### config.mk
export PLATFORM = sky130hd
export DESIGN_NAME = peak_tracker
export DESIGN_NICKNAME = d
export VERILOG_FILES = /design/src/scope_pkg.sv /design/src/peak_tracker.sv
export SDC_FILE = /design/constraint.sdc
export NUM_CORES = 1
export LEC_CHECK = 0
export BUFFER_PORTS_ARGS = -buffer_cell sky130_fd_sc_hd__buf_2
export CORE_MARGIN = 3
export CORE_UTILIZATION = 30
export DETAILED_ROUTE_END_ITERATION = 8
export GPL_TIMING_DRIVEN = 0
export HOLD_SLACK_MARGIN = 0.08
export SYNTH_ARGS = -nofsm -noshare
export SYNTH_HDL_FRONTEND = slang
export SYNTH_SLANG_ARGS = --single-unit
### constraint.sdc
create_clock -name clk_AD -period 11.3 [get_ports clk_AD]
set_input_delay 1.695 -clock clk_AD [delete_from_list [all_inputs] [get_ports clk_AD]]
set_output_delay 1.695 -clock clk_AD [all_outputs]
set_load 0.01 [all_outputs]
### src/scope_pkg.sv
package scope_pkg;

  //////////////////////////////
  // Basic types
  //////////////////////////////

  typedef logic [7:0] sample_t;  // Unsigned ADC code
  typedef logic [9:0] addr_t;

  // Frame memory write, one sample per cycle
  typedef struct packed {
    logic    en;
    logic    last;  // Final sample of the frame
    addr_t   adr;
    sample_t dat;
  } ram_wr_t;

  // Wishbone classic read request, no write side
  typedef struct packed {
    logic  cyc;
    logic  stb;
    addr_t adr;
  } wb_req_t;

  typedef struct packed {
    logic    ack;
    sample_t dat;
  } wb_rsp_t;

  typedef struct packed {
    logic [3:0] hundreds;
    logic [3:0] tens;
    logic [3:0] units;
  } vopp_digits_t;

  //////////////////////////////
  // Fixed levels
  //////////////////////////////

  localparam sample_t     SEED_LEVEL = 8'd112;  // Start of each peak search
  localparam int unsigned VOPP_SCALE = 4;
  localparam sample_t     VOPP_SAT   = 8'd250;  // Display shows 999 from here up

endpackage

### src/peak_tracker.sv
`timescale 1ns/1ps

module peak_tracker (
  input  logic                clk_AD,
  input  logic                reset,
  input  scope_pkg::ram_wr_t  ram_wr,
  output scope_pkg::sample_t  vopp
);

  scope_pkg::sample_t max_reg;
  scope_pkg::sample_t min_reg;
  scope_pkg::sample_t max_nxt;
  scope_pkg::sample_t min_nxt;

  // Running extremes including the sample being written now
  always_comb begin
    max_nxt = (ram_wr.dat > max_reg) ? ram_wr.dat : max_reg;
    min_nxt = (ram_wr.dat < min_reg) ? ram_wr.dat : min_reg;
  end

  //////////////////////////////
  // Peak registers
  //////////////////////////////

  always_ff @(posedge clk_AD) begin
    if (reset) begin
      max_reg <= scope_pkg::SEED_LEVEL;
      min_reg <= scope_pkg::SEED_LEVEL;
      vopp    <= '0;
    end else if (ram_wr.en) begin
      if (ram_wr.last) begin
        vopp    <= max_nxt - min_nxt;  // Never negative, max starts at min
        max_reg <= scope_pkg::SEED_LEVEL;
        min_reg <= scope_pkg::SEED_LEVEL;
      end else begin
        max_reg <= max_nxt;
        min_reg <= min_nxt;
      end
    end
  end

endmodule

### Word-level counts from Yosys, hierarchy flattened

Index checks and enable logic that the tools add are counted.

* bits in registers: 24
* bits of input ports: 22
* output and inout bits: 8
* word-level logic and storage cells: 11

* $add $sub $neg: 1
* $lt $le $gt $ge: 2
* multiplexer cells: 4
* reduce and logical (&&, ||, !) cells: 1

Operator list (number)
* $mux 8: 4
* $gt 8x8->1: 1
* $lt 8x8->1: 1
* $sub 8x8->8: 1
* $reduce_and 2->1: 1

### Logic depth before layout (Yosys ltp)

* word-level depth: 3
* gate-level depth with buffers: 17
* mapped depth without buffers: 17

### Worst setup path before layout

OpenSTA, ideal clock, no wires.

* path type: in2reg
* start point: in ram_wr[5] in the netlist's numbering
* end point: reg vopp[6]
* library setup time: 0.120 ns
* arrival time: 4.790 ns
* required time: 11.180 ns
* slack: 6.390 ns
* stages: 15
* buffers on the path: 1
* cell sequence: ha_1 > a211oi_1 > nor2_1 > nor4_2 > nor2_1 > clkbuf_1 > nand2_1 > o21ai_0 > fa_1 > o31a_1 > or4_1 > o221ai_1 > nand3b_1 > a31oi_1 > a211o_1

* cells in the longest elaborated chain, start to end: 3
* elaborated cells on any way between the ends: 5
* those cells by class: 1 x add/sub; 2 x order compare; 2 x mux

Ends and longest elaborated chain
* from (decl): line peak_tracker.sv:6 `input scope_pkg::ram_wr_t ram_wr,`
* $gt 8x8->1 or $lt 8x8->1 (tied branches): line peak_tracker.sv:17, peak_tracker.sv:18
* $mux 8, on equally long branches: line peak_tracker.sv:17, peak_tracker.sv:18
* $sub 8x8->8 (*): line peak_tracker.sv:32 `vopp <= max_nxt - min_nxt;`
* to (signal assigned): line peak_tracker.sv:32
* to (decl): line peak_tracker.sv:7 `output scope_pkg::sample_t vopp`

Every way passes the cells marked *; elsewhere a longest branch is shown, timed or not.
A chain may end at the register's enable or synchronous reset.

### Worst setup path in the final report

* start point: in ram_wr[7] in the netlist's numbering
* end point: reg vopp[6]

The elaborated chain is that of the path after synthesis.

==> results.toml <==
[status]
status = "completed"

[clock_tree]
clk_pin_slew_worst_paths_ps = 90
clk_latency_ps = 270
cts.path.max_buffers = 2
cts_tree = "yes"
clkSinkCount = 24
post_cts_buffers = 0
hold_buffers = 0
htree_levels = 1
post_cts_resized = 0
numCtsBuffers = 3
cts_root_buffer = "clkbuf_8"

[finish]
final_nets = 306
antenna_cells = 0
area.growth.synth_to_final_pct = 12.4
stdcell_area_um2 = 2120
drive_gt1_share_pct = 12.3

[setup_path]
cp.required_ps = 11470
cp-end-kind = "register"
worstPathMaxFanout = 10
critPathLaunchType = "primary input"
worst-setup-path-type = "primary input to register"
arrival_ps = 5530

[route]
wl_met3_um = 180
drt-initial-drc-count = 88
met1Wirelength_um = 2280
wl_per_cell_um = 13.4
drt_pass1_iterations = 4
route.detailed.drc = 0
routed_wl_um = 4500
antenna_left = 0
wl_met2_um = 2020
num_vias = 1686
highest_layer = "met4"
vias_per_cell = 5.02

[logic_synthesis]
synthFlopType = "dfxtp_1"
synth_most_common_cell = "nor2_1"
syn_area_um2 = 1880
synth_cells = 240
synth_largest_area_cell = "dfxtp_1"
synth_edf_count = 0
syn_nets = 284
ys_seq_area_share_pct = 25.5
synth-seq-cells = 24
synth_top_area_share_pct = 25.5
synth_cell_types = 49
async_flop_share_pct = 0
synth_area_leaders = "dfxtp_1 26%, ha_1 14%, nor2_1 6.6%, nand2_1 5.4%, mux2i_1 4.8%"
synth.top_cells.by_count = "33 x nor2_1, 27 x nand2_1, 24 x dfxtp_1"
avgSynthCellArea_um2 = 7.84
synth-warning-count = 0

[die]
pin_count = 30
die_y_um = 85.2
core_um2 = 5990
die_w_um = 85.2
initial_core_util_pct = 31.4
die-area_um2 = 7260
rows = 28

[global_routing]
track_usage_pct = 13.4
gr-total-overflow = 0
antenna_found_initial = 0
grt_max_degree = 14
grt_first_pass_wirelength_um = 7910
grt_pass1_vias = 1647

[timing]
final.setup.tns_ps = 0
min_period_ps = 5370
rsz0062_at_grt = "no"
setup_viol = 0
worst_slew_pin_slew_ps = 665
max_freq_mhz = 186
post-route-period-util_pct = 47.5
finalHoldViolations = 0
slew_headroom_pct = 55.7
skew_ps = 4.50
slew_violations = 0

[placed_design]
gp_congestion = 0.870
port_buffers = 17
placed_area_um2 = 2060
hpwl_um = 3590

[power]
vdd_ir_drop_max_mv = 0.0577
p_leak_uw = 0.000934
powerDensity_nw_per_um2 = 122

[min_path]
hp-class = "register to register"

[job]
maxCapViolCount = 0
==> per-stage QoR <==
step	util (%)	std cells	power [uW]	hold slack [ps]	setup WS [ps]
2_1_floorplan	-	240	173	444	6390
3_3_place_gp	34.4	332	196	438	5740
3_5_place_dp	34.4	332	197	441	5700
4_1_cts	35.3	336	261	456	5990
5_1_grt	35.3	336	279	479	5690
6_report	35.3	336	258	454	5930
==> layout make-up <==
class,instances,area (um2)
multi-input cells,186,1280
flip-flops and latches,24,480
repair buffers,17,85.1
fillers,663,3870
inverters,20,75.1
plain buffers,10,42.5
clock buffers,4,55.1
well taps,75,93.8
==> layer usage <==
| layer | global-route usage (%) | vias up |
|---|---|---|
| li1 | - | 888 |
| met1 | 18.0 | 769 |
| met2 | 22.0 | 27 |
| met3 | 2.62 | 2 |
| met4 | 3.17 | 0 |
| met5 | 0 | - |
==> layout by cell type (no fill, tap or decap), types with 4 or more instances in the layout <==
cell | netlist | routed
clkbuf_1 | 7 | 7
dfxtp_1 | 24 | 24
nand2_1 | 27 | 27
xnor2_1 | 6 | 6
o21ai_0 | 12 | 12
nor3_1 | 4 | 4
ha_1 | 21 | 21
buf_2 | 1 | 18
clkbuf_8 | 0 | 4
nor2b_1 | 4 | 4
mux2i_1 | 9 | 9
a21oi_1 | 10 | 10
inv_1 | 20 | 20
nor2_1 | 33 | 33
==> path summary, 6_finish.rpt <==
kind | startpoint | end | slack (ps) | cells past startpoint
max | ram_wr[7] | vopp[6]$_SDFFE_PP0P_ | 5930 | 15
min | vopp[5]$_SDFFE_PP0P_ | vopp[5]$_SDFFE_PP0P_ | 450 | 2
max reg2reg | max_reg[7]$_SDFFE_PP0P_ | vopp[6]$_SDFFE_PP0P_ | 7010 | 15
min reg2reg | vopp[5]$_SDFFE_PP0P_ | vopp[5]$_SDFFE_PP0P_ | 450 | 2
==> kinds of logic after synthesis <==
group / share of synthesized area (%)
AOI/OAI and AO/OA: 20.5
xor gates and xnor gates: 3.26
muxes: 4.79
buffers and inverters: 6.25
adders and majority gates: 15.6
and+or+nand+nor: 24.0
DFF: 25.5
==> power by group <==
part | switching [uW] | total, uW | internal, uW
Clock | 30.9 | 62.0 | 31.2
Combinational | 59.2 | 103 | 43.3
Sequential | 2.82 | 93.6 | 90.8
Total | 92.9 | 258 | 165
==> worst max-delay path, stage by stage <==
cell and delay [ps]:
buf_2 150, ha_1 310, o21ai_0 80, nor2_1 290, o21ai_0 280, nor2_1 260
clkbuf_1 440, o21ai_0 290, fa_1 540, o31a_1 120, or4_1 400, o221ai_1 150
nand3b_1 170, a31oi_1 90, a211o_1 260
Note: power is estimated with default switching activity, not from simulation.
