**src/scope_pkg.sv**
```systemverilog
package scope_pkg;

  //////////////////////////////
  // Basic types
  //////////////////////////////

  typedef logic [7:0] sample_t;  // Unsigned ADC code
  typedef logic [9:0] addr_t;

  // Frame memory write, one sample per cycle
  typedef struct packed {
    logic    en;
    logic    last;  // Final sample of the frame
    addr_t   adr;
    sample_t dat;
  } ram_wr_t;

  // Wishbone classic read request, no write side
  typedef struct packed {
    logic  cyc;
    logic  stb;
    addr_t adr;
  } wb_req_t;

  typedef struct packed {
    logic    ack;
    sample_t dat;
  } wb_rsp_t;

  typedef struct packed {
    logic [3:0] hundreds;
    logic [3:0] tens;
    logic [3:0] units;
  } vopp_digits_t;

  //////////////////////////////
  // Fixed levels
  //////////////////////////////

  localparam sample_t     SEED_LEVEL = 8'd112;  // Start of each peak search
  localparam int unsigned VOPP_SCALE = 4;
  localparam sample_t     VOPP_SAT   = 8'd250;  // Display shows 999 from here up

endpackage

```
**src/vopp_display.sv**
```systemverilog
`timescale 1ns/1ps

module vopp_display #(
  parameter int REFRESH_CYCLES = 64
) (
  input  logic                     clk_AD,
  input  logic                     reset,
  input  scope_pkg::sample_t       vopp,
  output scope_pkg::vopp_digits_t  vopp_digits
);

  localparam int CNT_W = (REFRESH_CYCLES > 1) ? $clog2(REFRESH_CYCLES) : 1;

  logic [CNT_W-1:0]       refresh_cnt;
  logic                   tick;
  logic [9:0]             scaled;  // Up to 249 * 4
  scope_pkg::vopp_digits_t digits_nxt;

  // Shift-and-add-3 conversion of a 10 bit value
  function automatic scope_pkg::vopp_digits_t to_bcd(input logic [9:0] bin);
    logic [21:0]             sr;
    scope_pkg::vopp_digits_t d;
    sr = {12'd0, bin};
    for (int i = 0; i < 10; i++) begin
      if (sr[13:10] >= 4'd5) sr[13:10] = sr[13:10] + 4'd3;
      if (sr[17:14] >= 4'd5) sr[17:14] = sr[17:14] + 4'd3;
      if (sr[21:18] >= 4'd5) sr[21:18] = sr[21:18] + 4'd3;
      sr = sr << 1;
    end
    d.hundreds = sr[21:18];
    d.tens     = sr[17:14];
    d.units    = sr[13:10];
    return d;
  endfunction

  //////////////////////////////
  // Refresh tick
  //////////////////////////////

  assign tick = (refresh_cnt == CNT_W'(REFRESH_CYCLES - 1));

  always_ff @(posedge clk_AD) begin
    if (reset || tick) begin
      refresh_cnt <= '0;
    end else begin
      refresh_cnt <= refresh_cnt + 1'b1;
    end
  end

  //////////////////////////////
  // Scaling and digits
  //////////////////////////////

  assign scaled = 10'(vopp * scope_pkg::VOPP_SCALE);

  always_comb begin
    if (vopp >= scope_pkg::VOPP_SAT) begin
      digits_nxt.hundreds = 4'd9;  // Saturated reading
      digits_nxt.tens     = 4'd9;
      digits_nxt.units    = 4'd9;
    end else begin
      digits_nxt = to_bcd(scaled);
    end
  end

  always_ff @(posedge clk_AD) begin
    if (reset) begin
      vopp_digits <= '0;
    end else if (tick) begin
      vopp_digits <= digits_nxt;
    end
  end

endmodule

```
**config.mk**
```make
export PLATFORM = sky130hd
export DESIGN_NAME = vopp_display
export DESIGN_NICKNAME = d
export VERILOG_FILES = /design/src/scope_pkg.sv /design/src/vopp_display.sv
export SDC_FILE = /design/constraint.sdc
export NUM_CORES = 1
export LEC_CHECK = 0
export ABC_AREA = 0
export BUFFER_PORTS_ARGS = -buffer_cell sky130_fd_sc_hd__buf_2
export CORE_ASPECT_RATIO = 0.7
export CORE_MARGIN = 2
export CORE_UTILIZATION = 30
export DETAILED_ROUTE_END_ITERATION = 8
export SETUP_SLACK_MARGIN = 0.1
export SYNTH_ARGS = -nofsm -noshare
export SYNTH_HDL_FRONTEND = slang
export SYNTH_SLANG_ARGS = --single-unit
```
**constraint.sdc**
```tcl
create_clock -name clk_AD -period 16.6 [get_ports clk_AD]
set_input_delay 2.49 -clock clk_AD [delete_from_list [all_inputs] [get_ports clk_AD]]
set_output_delay 2.49 -clock clk_AD [all_outputs]
set_load 0.03 [all_outputs]
```
# == Yosys cells after proc, flatten, opt, wreduce, memory -nomap -nowiden ==
# Cells that the tools add are included.
# classes
addsub,26
mul,0
order_cmp,26
n_shift,0
reduce_logical,1
eq_ne,1
n_div,0
bitwise,0
mux,49
# ops
cell,n
two-way mux 4 bit,32
greater-or-equal comparator 4 x 3 -> 1 bit (second input constant),24
adder 4 x 2 -> 4 bit (second input constant),16
two-way mux 3 bit,16
adder 3 x 2 -> 3 bit (second input constant),8
two-way mux 12 bit,1
greater-or-equal comparator 8 bit (second input constant),1
adder 6 x 1 -> 6 bit (second input constant),1
== test 6 bit (second input constant),1
adder 1 x 2 -> 3 bit (second input constant),1
greater-or-equal comparator 1 x 3 -> 1 bit (second input constant),1
logical OR 1 bit,1
# totals
ram_bits,0
n_memories,0
output_inout_bits,12
register_bits,18
latch_bits,0
romBits,0

# == Logic depth before layout (Yosys ltp) ==
# depth
word_depth,27
depth_mapped,32
depth_no_buf,31

# == Worst setup path after synthesis ==
# No wires, ideal clock.
# synth_timing
path_kind,input-to-reg
from,input vopp[6]
to,register vopp_digits[5] in the netlist's numbering
path_buffers,1
arrival_time_ns,8.514
path_slack_ns,7.969
required_ns,16.483
path_stages,31
cell_sequence,inv_1 > ha_1 > o21ai_2 > xnor2_2 > ha_1 > nand2b_1 > a32oi_4 > xnor2_2 > ha_1 > clkbuf_1 > nand2b_1 > nand2_1 > a31oi_1 > or2_2 > ha_1 > a31oi_1 > nor4bb_1 > nor4b_4 > ha_1 > nor2_1 > a21oi_2 > mux2i_4 > ha_1 > inv_1 > a21oi_1 > o21ai_1 > and2_1 > ha_1 > nand3b_1 > a211o_1 > a32o_1
# synth_between
elab_chain_cells,24
# synth_rtl
element,line_no,source
start: declaration,vopp_display.sv:8,"input scope_pkg::sample_t vopp,"
adder 4 x 2 -> 4 bit / greater-or-equal comparator 4 x 3 -> 1 bit (equally long branches),vopp_display.sv:25,if (sr[13:10] >= 4'd5) sr[13:10] = sr[13:10] + 4'd3;
two-way mux 4 bit,vopp_display.sv:25,
two-way mux 4 bit,vopp_display.sv:57,if (vopp >= scope_pkg::VOPP_SAT) begin
"adder 4 x 2 -> 4 bit, or another cell as far along",vopp_display.sv:25,
two-way mux 4 bit (on tied branches),"vopp_display.sv:25, vopp_display.sv:26",
two-way mux 4 bit,vopp_display.sv:57,
"adder 4 x 2 -> 4 bit, or another cell as far along",vopp_display.sv:25,
two-way mux 4 bit (on tied branches),"vopp_display.sv:25, vopp_display.sv:26",
(+8 left out),--,
two-way mux 4 bit (on tied branches),"vopp_display.sv:25, vopp_display.sv:26",
two-way mux 4 bit,vopp_display.sv:57,
"adder 4 x 2 -> 4 bit, or another cell as far along",vopp_display.sv:25,
two-way mux 4 bit (on tied branches),"vopp_display.sv:25, vopp_display.sv:26",
two-way mux 4 bit,vopp_display.sv:57,
adder 4 x 2 -> 4 bit / greater-or-equal comparator 4 x 3 -> 1 bit (equally long branches),vopp_display.sv:26,if (sr[17:14] >= 4'd5) sr[17:14] = sr[17:14] + 4'd3;
two-way mux 4 bit,vopp_display.sv:26,
two-way mux 12 bit *,vopp_display.sv:57,
end signal: assignment,vopp_display.sv:70,vopp_digits <= digits_nxt;
end: declaration,vopp_display.sv:9,output scope_pkg::vopp_digits_t vopp_digits
# Every way passes the cells marked *; elsewhere a longest branch is shown, timed or not. The select of a mux whose other input is x is not followed.
# A chain may end at the register's enable or synchronous reset.

# == Worst setup path in the final report ==
# Ends and elaborated chain as after synthesis.

==> flow_metrics.py <==
metrics = {
    "timing": {
        "tightest_slew_ps": 663,
        "period_share_pct": 55.2,
        "clock.fmax_mhz": 109,
        "layout_setup_ws_ps": 7440,
        "maxSlewViolCount": 0,
        "hold_violations": 0,
        "finalSetupViolCount": 0,
        "slew_headroom_pct": 55.5,
        "finalCriticalPeriod_ps": 9160,
        "skew_ps": 0.795,
        "finalSetupTns_ps": 0,
        "rsz0062_at_grt": "false",
    },
    "power_and_ir_drop": {
        "leakage_nw": 1.09,
        "vdd_ir_drop_max_uv": 47.7,
        "power.share.combinational_pct": 71.1,
        "p_sw_mw": 0.158,
        "power.share.clock_pct": 15.7,
        "p_seq_share_pct": 13.3,
        "swShare_pct": 47.3,
        "p_int_mw": 0.176,
        "powerDensity_nw_per_um2": 127,
    },
    "cells_and_area": {
        "register_area_um2": 360,
        "layout-drive-gt1-share_pct": 20.6,
        "n_antenna_cell": 0,
        "num-nets-final": 338,
        "areaGrowthSynthToFinish_pct": 11.3,
        "fin_area_um2": 2640,
        "multi_input_area_um2": 1900,
        "nFillCells": 827,
    },
    "critical_path": {
        "cp_common_cell": "ha_1",
        "worst-endpoint-arrival_ps": 9290,
        "cp_slowest_cell": "nor4bb_1",
        "start_kind": "input port",
        "cp-end-kind": "register",
        "critical_path_required_ps": 16740,
        "cp_max_fo": 9,
        "cpPeakStageDelay_ps": 530,
        "crit_type": "input port to register",
    },
    "clock_tree": {
        "cts.htree.levels": 1,
        "clkTransAtPathRegs_ps": 50,
        "cts_setup_buffers": 0,
        "clock_sinks": 18,
        "cts_made_buffers": 3,
        "cts_tree": "yes",
        "clk_latency_ps": 250,
        "post_cts_resized": 0,
        "hold_buffers": 0,
        "cts-root-buf": "clkbuf_16",
        "cts.path.max_buffers": 2,
    },
    "place": {
        "dp_hpwl_um": 4330,
        "place_congestion": 0.878,
        "place_worst_setup_slack_ps": 7230,
        "portBuffers": 21,
        "place_area_um2": 2550,
    },
    "global_route": {
        "grt_pass1_vias": 2092,
        "grt.busiest_layer": "met1",
        "grt_use_met3_pct": 1.99,
        "grt_antenna_before_repair": 0,
        "grtUsageTotal_pct": 13.4,
        "grt_max_degree": 18,
        "grt_overflow_total": 0,
        "met2_usage_pct": 20.3,
        "grt_pass1_wl_um": 9730,
        "use_met1_pct": 20.3,
    },
    "synthesis": {
        "synth_edf_count": 0,
        "syn_nets": 323,
        "yosys-top-cells-area": "dfxtp_1 15%, ha_1 8.4%, nor2_1 5.5%",
        "async_flop_share_pct": 0,
        "synth-seq-area-share_pct": 15.2,
        "yosysWarnings": 0,
        "netlist_instances": 297,
        "synth_top_cell_area_share_pct": 15.2,
        "ys_ff_latch": 18,
        "synth_flop_cell": "dfxtp_1",
        "synthesis.area_um2": 2370,
        "ys_types": 81,
        "syn_avg_cell_area_um2": 7.99,
        "yosysTopAreaCell": "dfxtp_1",
    },
    "route": {
        "totalWireLength_um": 5410,
        "drtPass1Iterations": 4,
        "vias": 2205,
        "routedWlPerCell_um": 13.1,
        "dr.first_iter.drc_count": 103,
        "viasPerCell": 5.35,
        "ant_nets": 0,
        "drc_errors": 0,
    },
    "floorplanning": {
        "rows": 27,
        "dieHeight_um": 78.4,
        "start_util_pct": 30.5,
        "coreArea_um2": 7770,
        "boundaryPins": 22,
        "dieWidth_um": 110,
        "die_area_um2": 8650,
    },
    "status": {
        "status": "complete, no violations",
    },
    "run": {
        "drv_cap": 0,
    },
    "min_path": {
        "hold_class": "register to register",
    },
}
## worst paths after layout
path,slack (ps),from,cells after the start,end
worst min-delay path,460,refresh_cnt[0],1,refresh_cnt[0]
worst max register to register,14330,refresh_cnt[0],6,vopp_digits[1]
worst min register to register,460,refresh_cnt[0],1,refresh_cnt[0]
worst max-delay path,7440,vopp[6],29,vopp_digits[5]
## layout by cell type, fill, tap and decap left out, types with 5 or more instances in the layout
master    Yosys  routed
nand2_1      24      24
a31oi_1       5       5
and2_1        6       6
ha_1         16      16
a21oi_2       5       5
o21ai_0      16      16
buf_2         0      21
nand3_1      12      12
a21oi_1      17      17
a211oi_1      5       5
mux2i_1       6       6
dfxtp_1      18      18
inv_1        14      14
nor2_1       35      35
xnor2_1       5       5
## state kept, by name, summed over array words and instances, names as in the netlist
register     flops
vopp_digits     12
refresh_cnt      6
## power groups by stage
| stage | Clock (mW) | Sequential, mW | Combinational (mW) |
|---|---|---|---|
| floorplan | 0 | 0.0452 | 0.196 |
| global placement | 0 | 0.0453 | 0.229 |
| detailed placement | 0 | 0.0453 | 0.234 |
| CTS | 0.0526 | 0.0444 | 0.235 |
| global route | 0.0549 | 0.0445 | 0.266 |
| finish | 0.0523 | 0.0444 | 0.238 |
## cell families after synthesis
group	count (synthesis)	share of synthesized area [%]
XOR/XNOR	13	7.01
AO/OA/AOI/OAI	102	34.3
buffers and inverters	28	4.90
adder cells (fa/ha/maj)	16	8.44
flip-flops	18	15.2
multiplexers	12	6.12
AND/OR/NAND/NOR	108	24.0
## Yosys cell counts (all sizes together), types with 3 or more instances
cell,n
ha,16
a31oi,6
o211ai,4
a21oi,23
and2,7
inv,16
xor2,4
o21ai,23
xnor2,9
nand3,12
o31ai,3
mux2i,8
dfxtp,18
nand2b,3
nor3,4
nand4,3
a32o,5
nor2,36
nand2,26
a32oi,3
mux2,4
clkbuf,9
a211oi,5
nor2b,4
a21o,4
## critical path, delay by kind of cell
family                   cells  cell delay, ps
XOR/XNOR                     2             580
adder cells (fa/ha/maj)      6            1630
AO/OA/AOI/OAI                8            2190
AND/OR/NAND/NOR             11            2170
buffers and inverters        2             220
## per-layer routing
layer | routed length (µm) | share of wire (%)
met1 | 2870 | 53
met2 | 2340 | 43
met3 | 201 | 3.7
met4 | 0 | 0
met5 | 0 | 0
## area by class of cell
type	instances	area share, %
Multi-Input combinational cell	251	71.8
Sequential cell	18	13.6
Tap cell	101	4.79
Timing Repair Buffer	21	3.98
Clock buffer	4	3.36
Inverter	17	2.42
## metrics by stage
step / hold WS [ps] / cells / util, % / total power, mW
after global placement: 431 / 408 / 32.8 / 0.275
after CTS: 458 / 412 / 34.0 / 0.332
after detailed placement: 437 / 408 / 32.8 / 0.279
final: 457 / 412 / 34.0 / 0.334
after global routing: 484 / 412 / 34.0 / 0.366
after floorplan: 418 / 297 / - / 0.241
No activity file was read; power rests on OpenSTA's default activity.
