## src/scope_pkg.sv

```systemverilog
package scope_pkg;

  //////////////////////////////
  // Basic types
  //////////////////////////////

  typedef logic [7:0] sample_t;  // Unsigned ADC code
  typedef logic [9:0] addr_t;

  // Frame memory write, one sample per cycle
  typedef struct packed {
    logic    en;
    logic    last;  // Final sample of the frame
    addr_t   adr;
    sample_t dat;
  } ram_wr_t;

  // Wishbone classic read request, no write side
  typedef struct packed {
    logic  cyc;
    logic  stb;
    addr_t adr;
  } wb_req_t;

  typedef struct packed {
    logic    ack;
    sample_t dat;
  } wb_rsp_t;

  typedef struct packed {
    logic [3:0] hundreds;
    logic [3:0] tens;
    logic [3:0] units;
  } vopp_digits_t;

  //////////////////////////////
  // Fixed levels
  //////////////////////////////

  localparam sample_t     SEED_LEVEL = 8'd112;  // Start of each peak search
  localparam int unsigned VOPP_SCALE = 4;
  localparam sample_t     VOPP_SAT   = 8'd250;  // Display shows 999 from here up

endpackage

```

## src/capture_ctrl.sv

```systemverilog
`timescale 1ns/1ps

module capture_ctrl #(
  parameter int FRAME_LEN  = 640,
  parameter int TRIG_LEVEL = 128
) (
  input  logic                clk_AD,
  input  logic                reset,
  input  scope_pkg::sample_t  data_in,
  input  logic                trigger,
  output scope_pkg::ram_wr_t  ram_wr,
  output logic                capturing
);

  scope_pkg::addr_t wr_adr;
  logic             trig_ok;
  logic             last_wr;

  // Trigger only counts while idle and with the sample at or above the level
  assign trig_ok = !capturing && trigger &&
                   (data_in >= scope_pkg::sample_t'(TRIG_LEVEL));

  assign last_wr = capturing && (wr_adr == scope_pkg::addr_t'(FRAME_LEN - 1));

  //////////////////////////////
  // State and address counter
  //////////////////////////////

  always_ff @(posedge clk_AD) begin
    if (reset) begin
      capturing <= 1'b0;
      wr_adr    <= '0;
    end else if (trig_ok) begin
      capturing <= 1'b1;
      wr_adr    <= '0;  // Trigger sample itself is dropped
    end else if (capturing) begin
      wr_adr <= wr_adr + 1'b1;
      if (last_wr) begin
        capturing <= 1'b0;  // Back to idle, wait for next trigger
      end
    end
  end

  // Write carries the live sample
  always_comb begin
    ram_wr.en   = capturing;
    ram_wr.last = last_wr;
    ram_wr.adr  = wr_adr;
    ram_wr.dat  = data_in;
  end

endmodule

```

## config.mk

```make
export PLATFORM = sky130hd
export DESIGN_NAME = capture_ctrl
export DESIGN_NICKNAME = d
export VERILOG_FILES = /design/src/scope_pkg.sv /design/src/capture_ctrl.sv
export SDC_FILE = /design/constraint.sdc
export NUM_CORES = 1
export LEC_CHECK = 0
export BUFFER_PORTS_ARGS = -buffer_cell sky130_fd_sc_hd__buf_2
export CORE_MARGIN = 4
export CORE_UTILIZATION = 37
export DETAILED_ROUTE_END_ITERATION = 7
export PLACE_DENSITY = 0.78
export SLEW_MARGIN = 20
export SYNTH_ARGS = -nofsm -noshare
export SYNTH_HDL_FRONTEND = slang
export SYNTH_SLANG_ARGS = --single-unit
```

## constraint.sdc

```tcl
create_clock -name clk_AD -period 1.37 [get_ports clk_AD]
set_clock_uncertainty 0.05 [all_clocks]
set_input_delay 0.0685 -clock clk_AD [delete_from_list [all_inputs] [get_ports clk_AD]]
set_output_delay 0.0685 -clock clk_AD [all_outputs]
set_load 0.05 [all_outputs]
```

Yosys cells after proc, flatten, opt, wreduce, memory -nomap -nowiden

Cells that the tools add are included.
W data, S select, Z words.

Equal/unequal tests: 1
Divide/modulo/power cells: 0
$add $sub $neg: 1
Bitwise logic cells: 0
Shifts and indexed selects: 0
Muxes and demuxes: 3
Order comparisons: 1
Reductions and logical operators: 5
Multipliers: 0

Operator list:

| kind                    | count |
|---|---|
| $add A10 B1 Y10 const B | 1 |
| $eq A10 B10 Y1 const B  | 1 |
| $ge A8 B8 Y1 const B    | 1 |
| $logic_and A1 B1 Y1     | 3 |
| $mux W1                 | 3 |
| $reduce_or A2 Y1        | 1 |
| $logic_not A1 Y1        | 1 |

Latch bits: 0
RAM bits: 0
Memories: 0
Bits of input ports: 11
Register bits after elaboration: 11
Logic and storage cells: 13
Memory bits (read-only): 0
Output and inout port bits: 21

Logic depth before layout (Yosys ltp)

Gate-level depths: netlist of run 1.

Depth after elaboration: 5
Mapped depth: 4
Gate-level depth less buffers: 4

Worst setup path after synthesis of run 1

OpenSTA, ideal clock, no wires.

Kind: flip-flop to flip-flop
Start point: reg wr_adr[0]
End point: reg wr_adr[8]
Clock period less this slack: 1.854 ns
Library setup time: 0.073 ns
Path buffers: 0
Required time: 1.247 ns
Slack: -0.484 ns
Cell stages (with the launch flop): 5
Data arrival time: 1.731 ns
Cell sequence: dfxtp_1 ha_1 nand4_2 or4_1 a21oi_1

Longest elaborated chain between the ends: 1

Ends and longest elaborated chain:

| what                     | RTL line           | source |
|---|---|---|
| start: declaration       | capture_ctrl.sv:15 | `scope_pkg::addr_t wr_adr;` |
| start signal: assignment | capture_ctrl.sv:37 | `wr_adr <= wr_adr + 1'b1;` |
| $add A10 B1 Y10          | capture_ctrl.sv:37 |  |

Every way passes these cells.
A chain may end at the register's enable or synchronous reset.

Worst setup path after layout of run 1

Same ends and word-level chain as after synthesis.

==> metrics, run 1 <==
status complete, but fails checks; failing checks setup timing; first-pass GRT wire length 2130 µm; Yosys reg bits 11; Pre-Repair DR Iteration Count 4; synth top area cells dfxtp_1 (39%), buf_4 (13%), a21oi_1 (5.4%); GPL Wtd Cong just over 0.7; Placed Cells 91; syn nets 75; initial DRC count 5; Reg clk slew, reported paths approximately 80 ps; power per standard cell area 808 nW/µm²; CP Max Fanout 4; Clock power frac 0.363; DRT antenna net count 0; DIE AREA 2200 µm²; Detail Placement HPWL 909 µm; setup slack after layout -68.8 ps; share of cells above drive strength 1 0.578; P_int around 460 µW; worst-path cell chain ha_4 > nand4_4 > buf_4 > o31ai_1 > a21oi_2; WP data arrival approximately 1500 ps; largest stage delay on the critical path roughly 370 ps; final slew viol count 0; Net Switching between 150 and 200 µW; Commonest cells post-synth dfxtp_1 (11), buf_4 (10), a21oi_1 (6), nand2_1 (5), nor2_1 (5); Residual DRC 0; Post-synth ARST share 0; Leak 0.326 nW; Worst VDD drop around 0.34 mV; top_reg_cell synth dfxtp_1; vias in the first global route between 400 and 500; Wirelength per Cell 13.8 µm; Comb pwr share 0.119; Crit path max-delay family compound AO/OA/AOI/OAI gates; CTS tree done; post-synthesis simple-gate area fraction 0.223; fin crit period between 1000 and 1500 ps; Via Count around 510; Yosys top cell area share 0.393; Post-Route Utilization 0.575; Gate Count Post-Synth between 60 and 70; global-route met3 utilization 0.0345; maxcap violations 0; Final Setup Violations 3; Area Growth Syn to Fin 40.2%; Netlist Area Pre-Place between 500 and 600 µm²; clk buf depth 2; Worst Hold Class input pin to register; clk sink count 11; H-tree Lvls 1; relative slew slack 0.745; Top Ports 32; switching share of power 0.281; RSZ-0062 raised after global routing yes; adder-cell share of the synthesized area 0.0223; Post-synth EDFFs 0; Ys Warns 0; final WL around 1400 µm; startpoint types register; Die Height ~47 µm; Cell variety after synth 22; row count 13; post-synthesis mux area share 0.0179; slowest CP cell dfxtp_4; Die W 46.9 µm; gr usage total 0.144; fin cells 98; required time of the critical path approximately 1500 ps; count leader, synth dfxtp_1; largest family of logic cells by synthesized area simple AND/OR/NAND/NOR gates; FMAX 695 MHz; Power Total 635 µW; vias per inst between 5 and 6; XOR/XNOR Fraction of Synth Area 0.0625; n_diodes 0; Avg Cell Area, Syn about 9 µm²; CTS root buffer clkbuf_4; initial antenna violation count 0; GR peak layer met2; Slew @ Worst Pin approximately 380 ps; Synth Area in Compound Gates 0.121; critical path capture point type register; period utilization 1.05; Buf+Inv Stages, Crit Path 1; grt total ovfl 0; cell taking the most area after synthesis dfxtp_1; sequential share of the synthesized area 0.393; Core ar. between 1000 and 1500 µm²; Seq pwr share 0.518; port bufs 17; largest net degree at the start of global routing 11; Fin. Hold Viols 0; Num CTS Buffers 3; Crit Path Class register to register; initial core utilization 0.410; nets 96; Worst-Skew Late Latency roughly 270 ps; met1 GRT Util 0.142; global routing usage on met2 0.249
-- cell families (layout without fill, tap and decap cells) --
group / after synthesis / after routing
simple gates: 22 / 22
mux: 1 / 1
xor+xnor: 4 / 4
fa+ha+maj: 1 / 1
flops: 11 / 11
buf+inv: 12 / 32
compound gates: 12 / 12
-- routing by layer --
| metal | part of all wire | up-vias |
|---|---|---|
| met5 | 0 | - |
| met4 | 0.029 | 0 |
| met3 | 0.070 | 6 |
| met2 | 0.50 | 17 |
| met1 | 0.40 | 230 |
| li1 | - | 252 |
-- registers in the layout (all words and copies together), names as in the netlist --
register and flops:
wr_adr 10, capturing 1
-- per-stage QoR --
step / setup TNS, ps / setup slack [ps] / hold slack (ps) / area [µm²]
floorplan: -272 / -105 / 87.9 / 612
global placement: 0 / 3.29 / 87.6 / 682
detailed placement: -20.2 / -20.2 / 87.6 / 682
CTS: -35.2 / -21.1 / 36.5 / 759
global route: -301 / -118 / 44.8 / 786
finish: -83.3 / -68.8 / 43.9 / 786
-- what timing repair did --
| action | 4_1_cts | 5_1_grt |
|---|---|---|
| pin swaps | 4 | 5 |
| endpoints found under the hold margin | 1 | 0 |
| setup buffers | 1 | 1 |
| hold buffers | 1 | 0 |
| resized for setup | 6 | 6 |
| endpoints found under the setup margin | 3 | 6 |
-- final timing paths --
check / cells after the start / from / end / slack, ps
setup / recovery: 5 / wr_adr[0]$_SDFFE_PP0P_ / wr_adr[8]$_SDFFE_PP0P_ / -70
hold / removal: 3 / trigger / capturing$_SDFF_PP0_ / 40
setup reg to reg: 5 / wr_adr[0]$_SDFFE_PP0P_ / wr_adr[8]$_SDFFE_PP0P_ / -70
hold reg to reg: 2 / wr_adr[5]$_SDFFE_PP0P_ / wr_adr[5]$_SDFFE_PP0P_ / 470
-- worst register-to-register path, cell delays in order, from the launching register on --
cell,delay (ps)
dfxtp_4,370
ha_4,150
nand4_4,90
buf_4,170
o31ai_1,370
a21oi_2,120
-- cell usage in the layout (no fill, tap or decap), drive strengths merged, types with 3 or more instances in the layout --
cell type / instances
a21oi: 6
buf: 26
clkbuf: 4
dfxtp: 11
nand2: 5
nand4: 3
nor2: 5
o21ai: 3
or3: 3
xor2: 3
-- cell type report --
type	count	area (µm²)
fill	111	581
inverter	1	3.75
sequential	11	245
clock buffer	4	26.3
multi-input combinational	40	319
tap	15	18.8
timing repair buffer	27	173
-- power by group through the flow --
| stage | Clock (mW) | Combinational (mW) | Sequential, mW |
|---|---|---|---|
| after detailed placement | 0 | 0.0723 | 0.338 |
| after floorplan | 0 | 0.0971 | 0.351 |
| after CTS | 0.237 | 0.0746 | 0.331 |
| after global placement | 0 | 0.0702 | 0.338 |
| after global routing | 0.266 | 0.0805 | 0.330 |
| final | 0.230 | 0.0756 | 0.329 |
No activity file was read; power rests on OpenSTA's default activity.
==> run 2, diff against run 1 <==
BUFFER_PORTS_ARGS = -buffer_cell sky130_fd_sc_hd__buf_4   (was -buffer_cell sky130_fd_sc_hd__buf_2)
CORE_UTILIZATION = 30   (was 37)
PLACE_DENSITY = 0.66   (was 0.78)
REMOVE_ABC_BUFFERS = 1   (was default)
==> run 2 against run 1 <==
The flow still finishes with violations (setup timing). Global-route usage decreased by 1.9 points. Die area grew 19%. Combinational power rose by 21%. Via count is 5.7% higher. Largest power group unchanged.
==> metrics, run 2 (same netlist as run 1, synthesis figures left out) <==
Die W 51.2 µm (was 46.9 µm); Worst VDD drop 0.419 mV (was 0.339 mV); setup slack after layout -32.8 ps (was -68.8 ps); power per standard cell area 727 nW/µm² (was 808 nW/µm²); n_diodes 0 (unchanged); nets 106 (was 96); status complete, but fails checks (unchanged); relative slew slack 0.839 (was 0.745); maxcap violations 0 (unchanged); Area Growth Syn to Fin 59.2% (was 40.2%); vias in the first global route 590 (was 479); worst-path cell chain ha_4 > nand4_4 > or4_1 > a21oi_1 (was ha_4 > nand4_4 > buf_4 > o31ai_1 > a21oi_2); Top Ports 32 (unchanged); clk buf depth 2 (unchanged); FMAX 713 MHz (was 695 MHz); slowest CP cell or4_1 (was dfxtp_4); Worst Hold Class input pin to register (unchanged); GPL Wtd Cong 0.752 (was 0.710); initial DRC count 2 (was 5); fillers 162 (was 111); Residual DRC 0 (unchanged); critical path capture point type register (unchanged); DRT antenna net count 0 (unchanged); failing checks setup timing (unchanged); Leak 0.381 nW (was 0.326 nW); Worst-Skew Late Latency 270 ps (about the same); startpoint types register (unchanged); initial antenna violation count 0 (unchanged); initial core utilization 0.321 (was 0.410); period utilization 1.02 (was 1.05); largest net degree at the start of global routing 11 (unchanged); setup slack, reg-to-reg -30 ps (was -70 ps); gr usage total 0.126 (was 0.144); Detail Placement HPWL 927 µm (was 909 µm); largest stage delay on the critical path 540 ps (was 370 ps); final slew viol count 0 (unchanged); share of cells above drive strength 1 0.602 (was 0.578); Final Setup Violations 3 (unchanged); critical path launch point wr_adr[1]$_SDFFE_PP0P_ (was wr_adr[0]$_SDFFE_PP0P_); most frequent cells in the layout buf_4 (34), dfxtp_2 (8), nand2_1 (5), nor2_1 (5), a21oi_1 (5) (was buf_2 (16), buf_4 (8)); Worst setup endpoint wr_adr[8]$_SDFFE_PP0P_ (unchanged); Slew @ Worst Pin 239 ps (was 380 ps); multi-input logic area 313 µm² (was 319 µm²); Via Count 534 (was 505); H-tree Lvls 1 (unchanged); Pre-Repair DR Iteration Count 2 (was 4); FF-to-FF path depth 4 (was 5); WP data arrival 1550 ps (was 1540 ps); CTS root buffer clkbuf_4 (unchanged); Wirelength per Cell 12.1 µm (was 13.8 µm); Post-Route Utilization 0.511 (was 0.575); Sequential cell area 230 µm² (was 245 µm²); max FFs per register 10 (unchanged); Crit Path Class register to register (unchanged); Fin. Hold Viols 0 (unchanged); first-pass GRT wire length 2570 µm (was 2130 µm); hold slack 29.8 ps (was 43.9 ps); biggest registers after layout wr_adr (10), capturing (1) (unchanged); Reg clk slew, reported paths 70 ps (was 80 ps); commonest non-fill, non-tap cell in the layout buf_4 (was buf_2); required time of the critical path 1520 ps (was 1470 ps); fin crit period 1400 ps (was 1440 ps); port bufs 17 (unchanged); CTS tree done (unchanged); reg2reg end wr_adr[8]$_SDFFE_PP0P_ (unchanged); final WL 1420 µm (was 1350 µm); DIE AREA 2620 µm² (was 2200 µm²); worst r2r src wr_adr[1]$_SDFFE_PP0P_ (was wr_adr[0]$_SDFFE_PP0P_); vias per inst 4.53 (was 5.15); Reg with most FFs wr_adr (unchanged); grt total ovfl 0 (unchanged); Die Height 51.2 µm (was 46.9 µm); row count 15 (was 13); Num CTS Buffers 3 (unchanged); RSZ-0062 raised after global routing yes (unchanged); CP Max Fanout 4 (unchanged); clk sink count 11 (unchanged); DP Worst Slack -47.4 ps (was -20.2 ps); Core ar. 1750 µm² (was 1370 µm²); Final TNS setup -84.2 ps (was -83.3 ps)
run 2: per-stage QoR:
step | power (mW) | cells | cell area [µm²]
floorplan | 0.378 | 52 | 474
global placement | 0.421 | 106 | 723
detailed placement | 0.423 | 106 | 723
CTS | 0.656 | 117 | 870
global route | 0.676 | 118 | 892
finish | 0.648 | 118 | 892
run 2: routing by layer:
metal | share of wire | global-route usage | up-vias
met1 | 0.45 | 0.146 | 233
met5 | 0 | 0 | -
met2 | 0.49 | 0.212 | 26
met4 | 0 | 0.0393 | 0
met3 | 0.059 | 0.0466 | 0
li1 | - | - | 275
run 2: report_power, final:
part | switching (mW) | internal [mW]
Combinational | 0.0541 | 0.0370
Clock | 0.114 | 0.113
Sequential | 0.00615 | 0.325
run 2: final cells by class:
type | count | area share
clock buffers | 4 | 0.0295
inverters | 1 | 0.00421
multi-input cells | 40 | 0.351
flip-flops and latches | 11 | 0.258
well taps | 25 | 0.0351
repair buffers | 37 | 0.323
run 2: what timing repair did:
item | 4_1_cts | 5_1_grt
pin swaps | 3 | 4
setup buffers | 7 | 2
endpoints found under the hold margin | 1 | 0
hold buffers | 1 | 0
resized for setup | 15 | 5
gates cloned | 0 | 0
endpoints found under the setup margin | 3 | 8
run 2: how the worst min path moves through the flow:
stage | from | end | slack, ps | cells past startpoint
final | trigger | capturing$_SDFF_PP0_ | 30 | 3
after global routing | trigger | capturing$_SDFF_PP0_ | 60 | 3
after CTS | trigger | capturing$_SDFF_PP0_ | 40 | 3
after detailed placement | data_in[0] | ram_wr[0] | 90 | 0
after global placement | data_in[0] | ram_wr[0] | 90 | 0
after floorplan | data_in[0] | ram_wr[0] | 90 | 0
run 2: worst max-delay path: cells and delay by family (launching register included):
kind / cells / cell delay [ps]
compound gates: 1 / 130
simple gates: 2 / 650
fa+ha+maj: 1 / 150
flops: 1 / 360
==> run 3, diff against run 2 <==
GPL_TIMING_DRIVEN = 0   (was default)
PLACE_DENSITY = 0.64   (was 0.66)
clock period = 1.6 ns   (was 1.37 ns; I/O delays follow)
==> run 3 against run 2 <==
Via count fell by 7.9%. The run now ends clean. Wire length fell by 15%. Final area fell by 16%. Cell count fell by 13%. Power fell by 18%. Sequential share of layout area rose by 4.9 points. Clock-buffer cell count did not move. Die area did not move. Sequential power fell by 13%. Critical path type is now register to output port. Non-clock buffer count fell by 15.
==> metrics, run 3 (same netlist as run 1, synthesis figures left out) <==
worst-path cell chain ha_4 > nand4_4 > nor4_4 > buf_6 (was ha_4 > nand4_4 > or4_1 > a21oi_1); CTS tree done (unchanged); maxcap violations 0 (unchanged); vias in the first global route 433 (was 590); max FFs per register 10 (unchanged); Fin. Hold Viols 0 (unchanged); period utilization 0.974; Die W 51.2 µm (unchanged); setup slack after layout 42.1 ps (was -32.8 ps); Core ar. 1750 µm² (unchanged); Pre-Repair DR Iteration Count 3 (was 2); DIE AREA 2620 µm² (unchanged); Leak 0.295 nW (was 0.381 nW); DRT antenna net count 0 (unchanged); final WL 1200 µm (was 1420 µm); biggest registers after layout wr_adr (10), capturing (1) (unchanged); Worst VDD drop 0.372 mV (was 0.419 mV); Reg with most FFs wr_adr (unchanged); port bufs 17 (unchanged); slowest CP cell dfxtp_4 (was or4_1); Die Height 51.2 µm (unchanged); global routing usage on met2 0.144 (was 0.212); n_diodes 0 (unchanged); share of cells above drive strength 1 0.410 (was 0.602); initial antenna violation count 0 (unchanged); largest stage delay on the critical path 380 ps (was 540 ps); fin crit period between 1500 and 2000 ps; GR peak layer met2 (unchanged); final slew viol count 0 (unchanged); Residual DRC 0 (unchanged); row count 15 (unchanged); initial core utilization 0.321 (unchanged); nets 91 (was 106); largest net degree at the start of global routing 11 (unchanged); CTS root buffer clkbuf_4 (unchanged); status complete, no violations (was complete, but fails checks); clk buf depth 2 (unchanged); grt total ovfl 0 (unchanged); first-pass GRT wire length 1750 µm (was 2570 µm); FMAX 642 MHz; fillers 191 (was 162); Slew @ Worst Pin 716 ps (was 239 ps); gr usage total 0.0901 (was 0.126); Worst-Skew Late Latency 260 ps (was 270 ps); Area Growth Syn to Fin 33.7% (was 59.2%); Num CTS Buffers 3 (unchanged); Top Ports 32 (unchanged); vias per inst 4.78 (was 4.53); commonest non-fill, non-tap cell in the layout buf_4 (unchanged); H-tree Lvls 1 (unchanged); CP Max Fanout 4 (unchanged); Wirelength per Cell 11.7 µm (was 12.1 µm); DP Worst Slack -47.8 ps (was -47.4 ps); met1 GRT Util 0.0941 (was 0.146); GPL Wtd Cong 0.708 (was 0.752); Power Total 529 µW (was 648 µW); Detail Placement HPWL 874 µm (was 927 µm); initial DRC count 6 (was 2); Worst Hold Class input pin to register (unchanged); Via Count 492 (was 534); startpoint types register (unchanged); WP data arrival 1430 ps (was 1550 ps); clk sink count 11 (unchanged); Final Setup Violations 0 (was 3); Crit Path Class register to output port (was register to register); most frequent cells in the layout buf_4 (20), dfxtp_1 (7), a21oi_1 (6) (was buf_4 (34), dfxtp_2 (8), nand2_1 (5), nor2_1 (5), a21oi_1 (5)); Reg clk slew, reported paths 60 ps (was 70 ps); relative slew slack 0.522 (was 0.839); required time of the critical path 1470 ps (was 1520 ps); power per standard cell area 706 nW/µm² (was 727 nW/µm²); critical path capture point type output port (was register); global-route met3 utilization 0.0292 (was 0.0466)
run 3: changes by cell type in the layout (fill, tap and decap cells not counted), moves of 2 or more:
| cell | previous run | this run |
|---|---|---|
| dfxtp_2 | 8 | 2 |
| dfxtp_1 | 3 | 7 |
| dfxtp_4 | 0 | 2 |
| buf_4 | 34 | 20 |
run 3: routing by layer:
metal  routed length, µm  share of wire  vias up
met5                   0              0        -
met4                  23          0.019        0
met3                  78          0.065        2
met2                 568           0.47       24
met1                 534           0.44      219
li1                    -              -      247
run 3: layout make-up:
type	count	area, µm²	area share
timing repair buffer	22	171	0.229
inverter	1	3.75	0.00501
multi-input combinational	40	287	0.382
clock buffer	4	26.3	0.0351
sequential	11	230	0.307
tap	25	31.3	0.0417
run 3: power breakdown:
group	switching [mW]	internal [mW]	leakage [nW]	total [mW]
clock	0.0857	0.0962	0.0150	0.182
combinational	0.0380	0.0224	0.189	0.0603
sequential	0.00996	0.277	0.0913	0.287
run 3: worst paths after layout:
check / startpoint / endpoint / slack, ps / cells past startpoint
worst max-delay path: wr_adr[1]$_SDFFE_PP0P_ / ram_wr[18] / 40 / 4
worst min-delay path: trigger / capturing$_SDFF_PP0_ / 70 / 3
worst max register to register: wr_adr[1]$_SDFFE_PP0P_ / wr_adr[8]$_SDFFE_PP0P_ / 60 / 5
worst min register to register: wr_adr[9]$_SDFFE_PP0P_ / wr_adr[9]$_SDFFE_PP0P_ / 460 / 2
run 3: metrics by stage:
step                      TNS, ps   util  instance area [µm²]  hold WS, ps  instances
after detailed placement    -47.8  0.363                  633          111         94
final                           0  0.429                  749         69.5        103
after global placement      -40.8  0.363                  633          111         94
after CTS                       0  0.407                  711         71.2        100
after global routing        -16.8  0.429                  749         94.2        103
after floorplan             -6610      -                  474          109         52
run 3: critical path: cells and delay by family, from the launching register on:
kind | cells | cell delay [ps]
adders and majority gates | 1 | 150
buffers and inverters | 1 | 200
DFF | 1 | 380
and+or+nand+nor | 2 | 440
run 3: timing repair:
action / CTS / global route
setup buffers: 1 / 3
gates resized for setup: 8 / 4
hold endpoints to repair: 1 / 0
hold buffers: 1 / 0
setup endpoints to repair: 2 / 1
pin swaps: 1 / 2
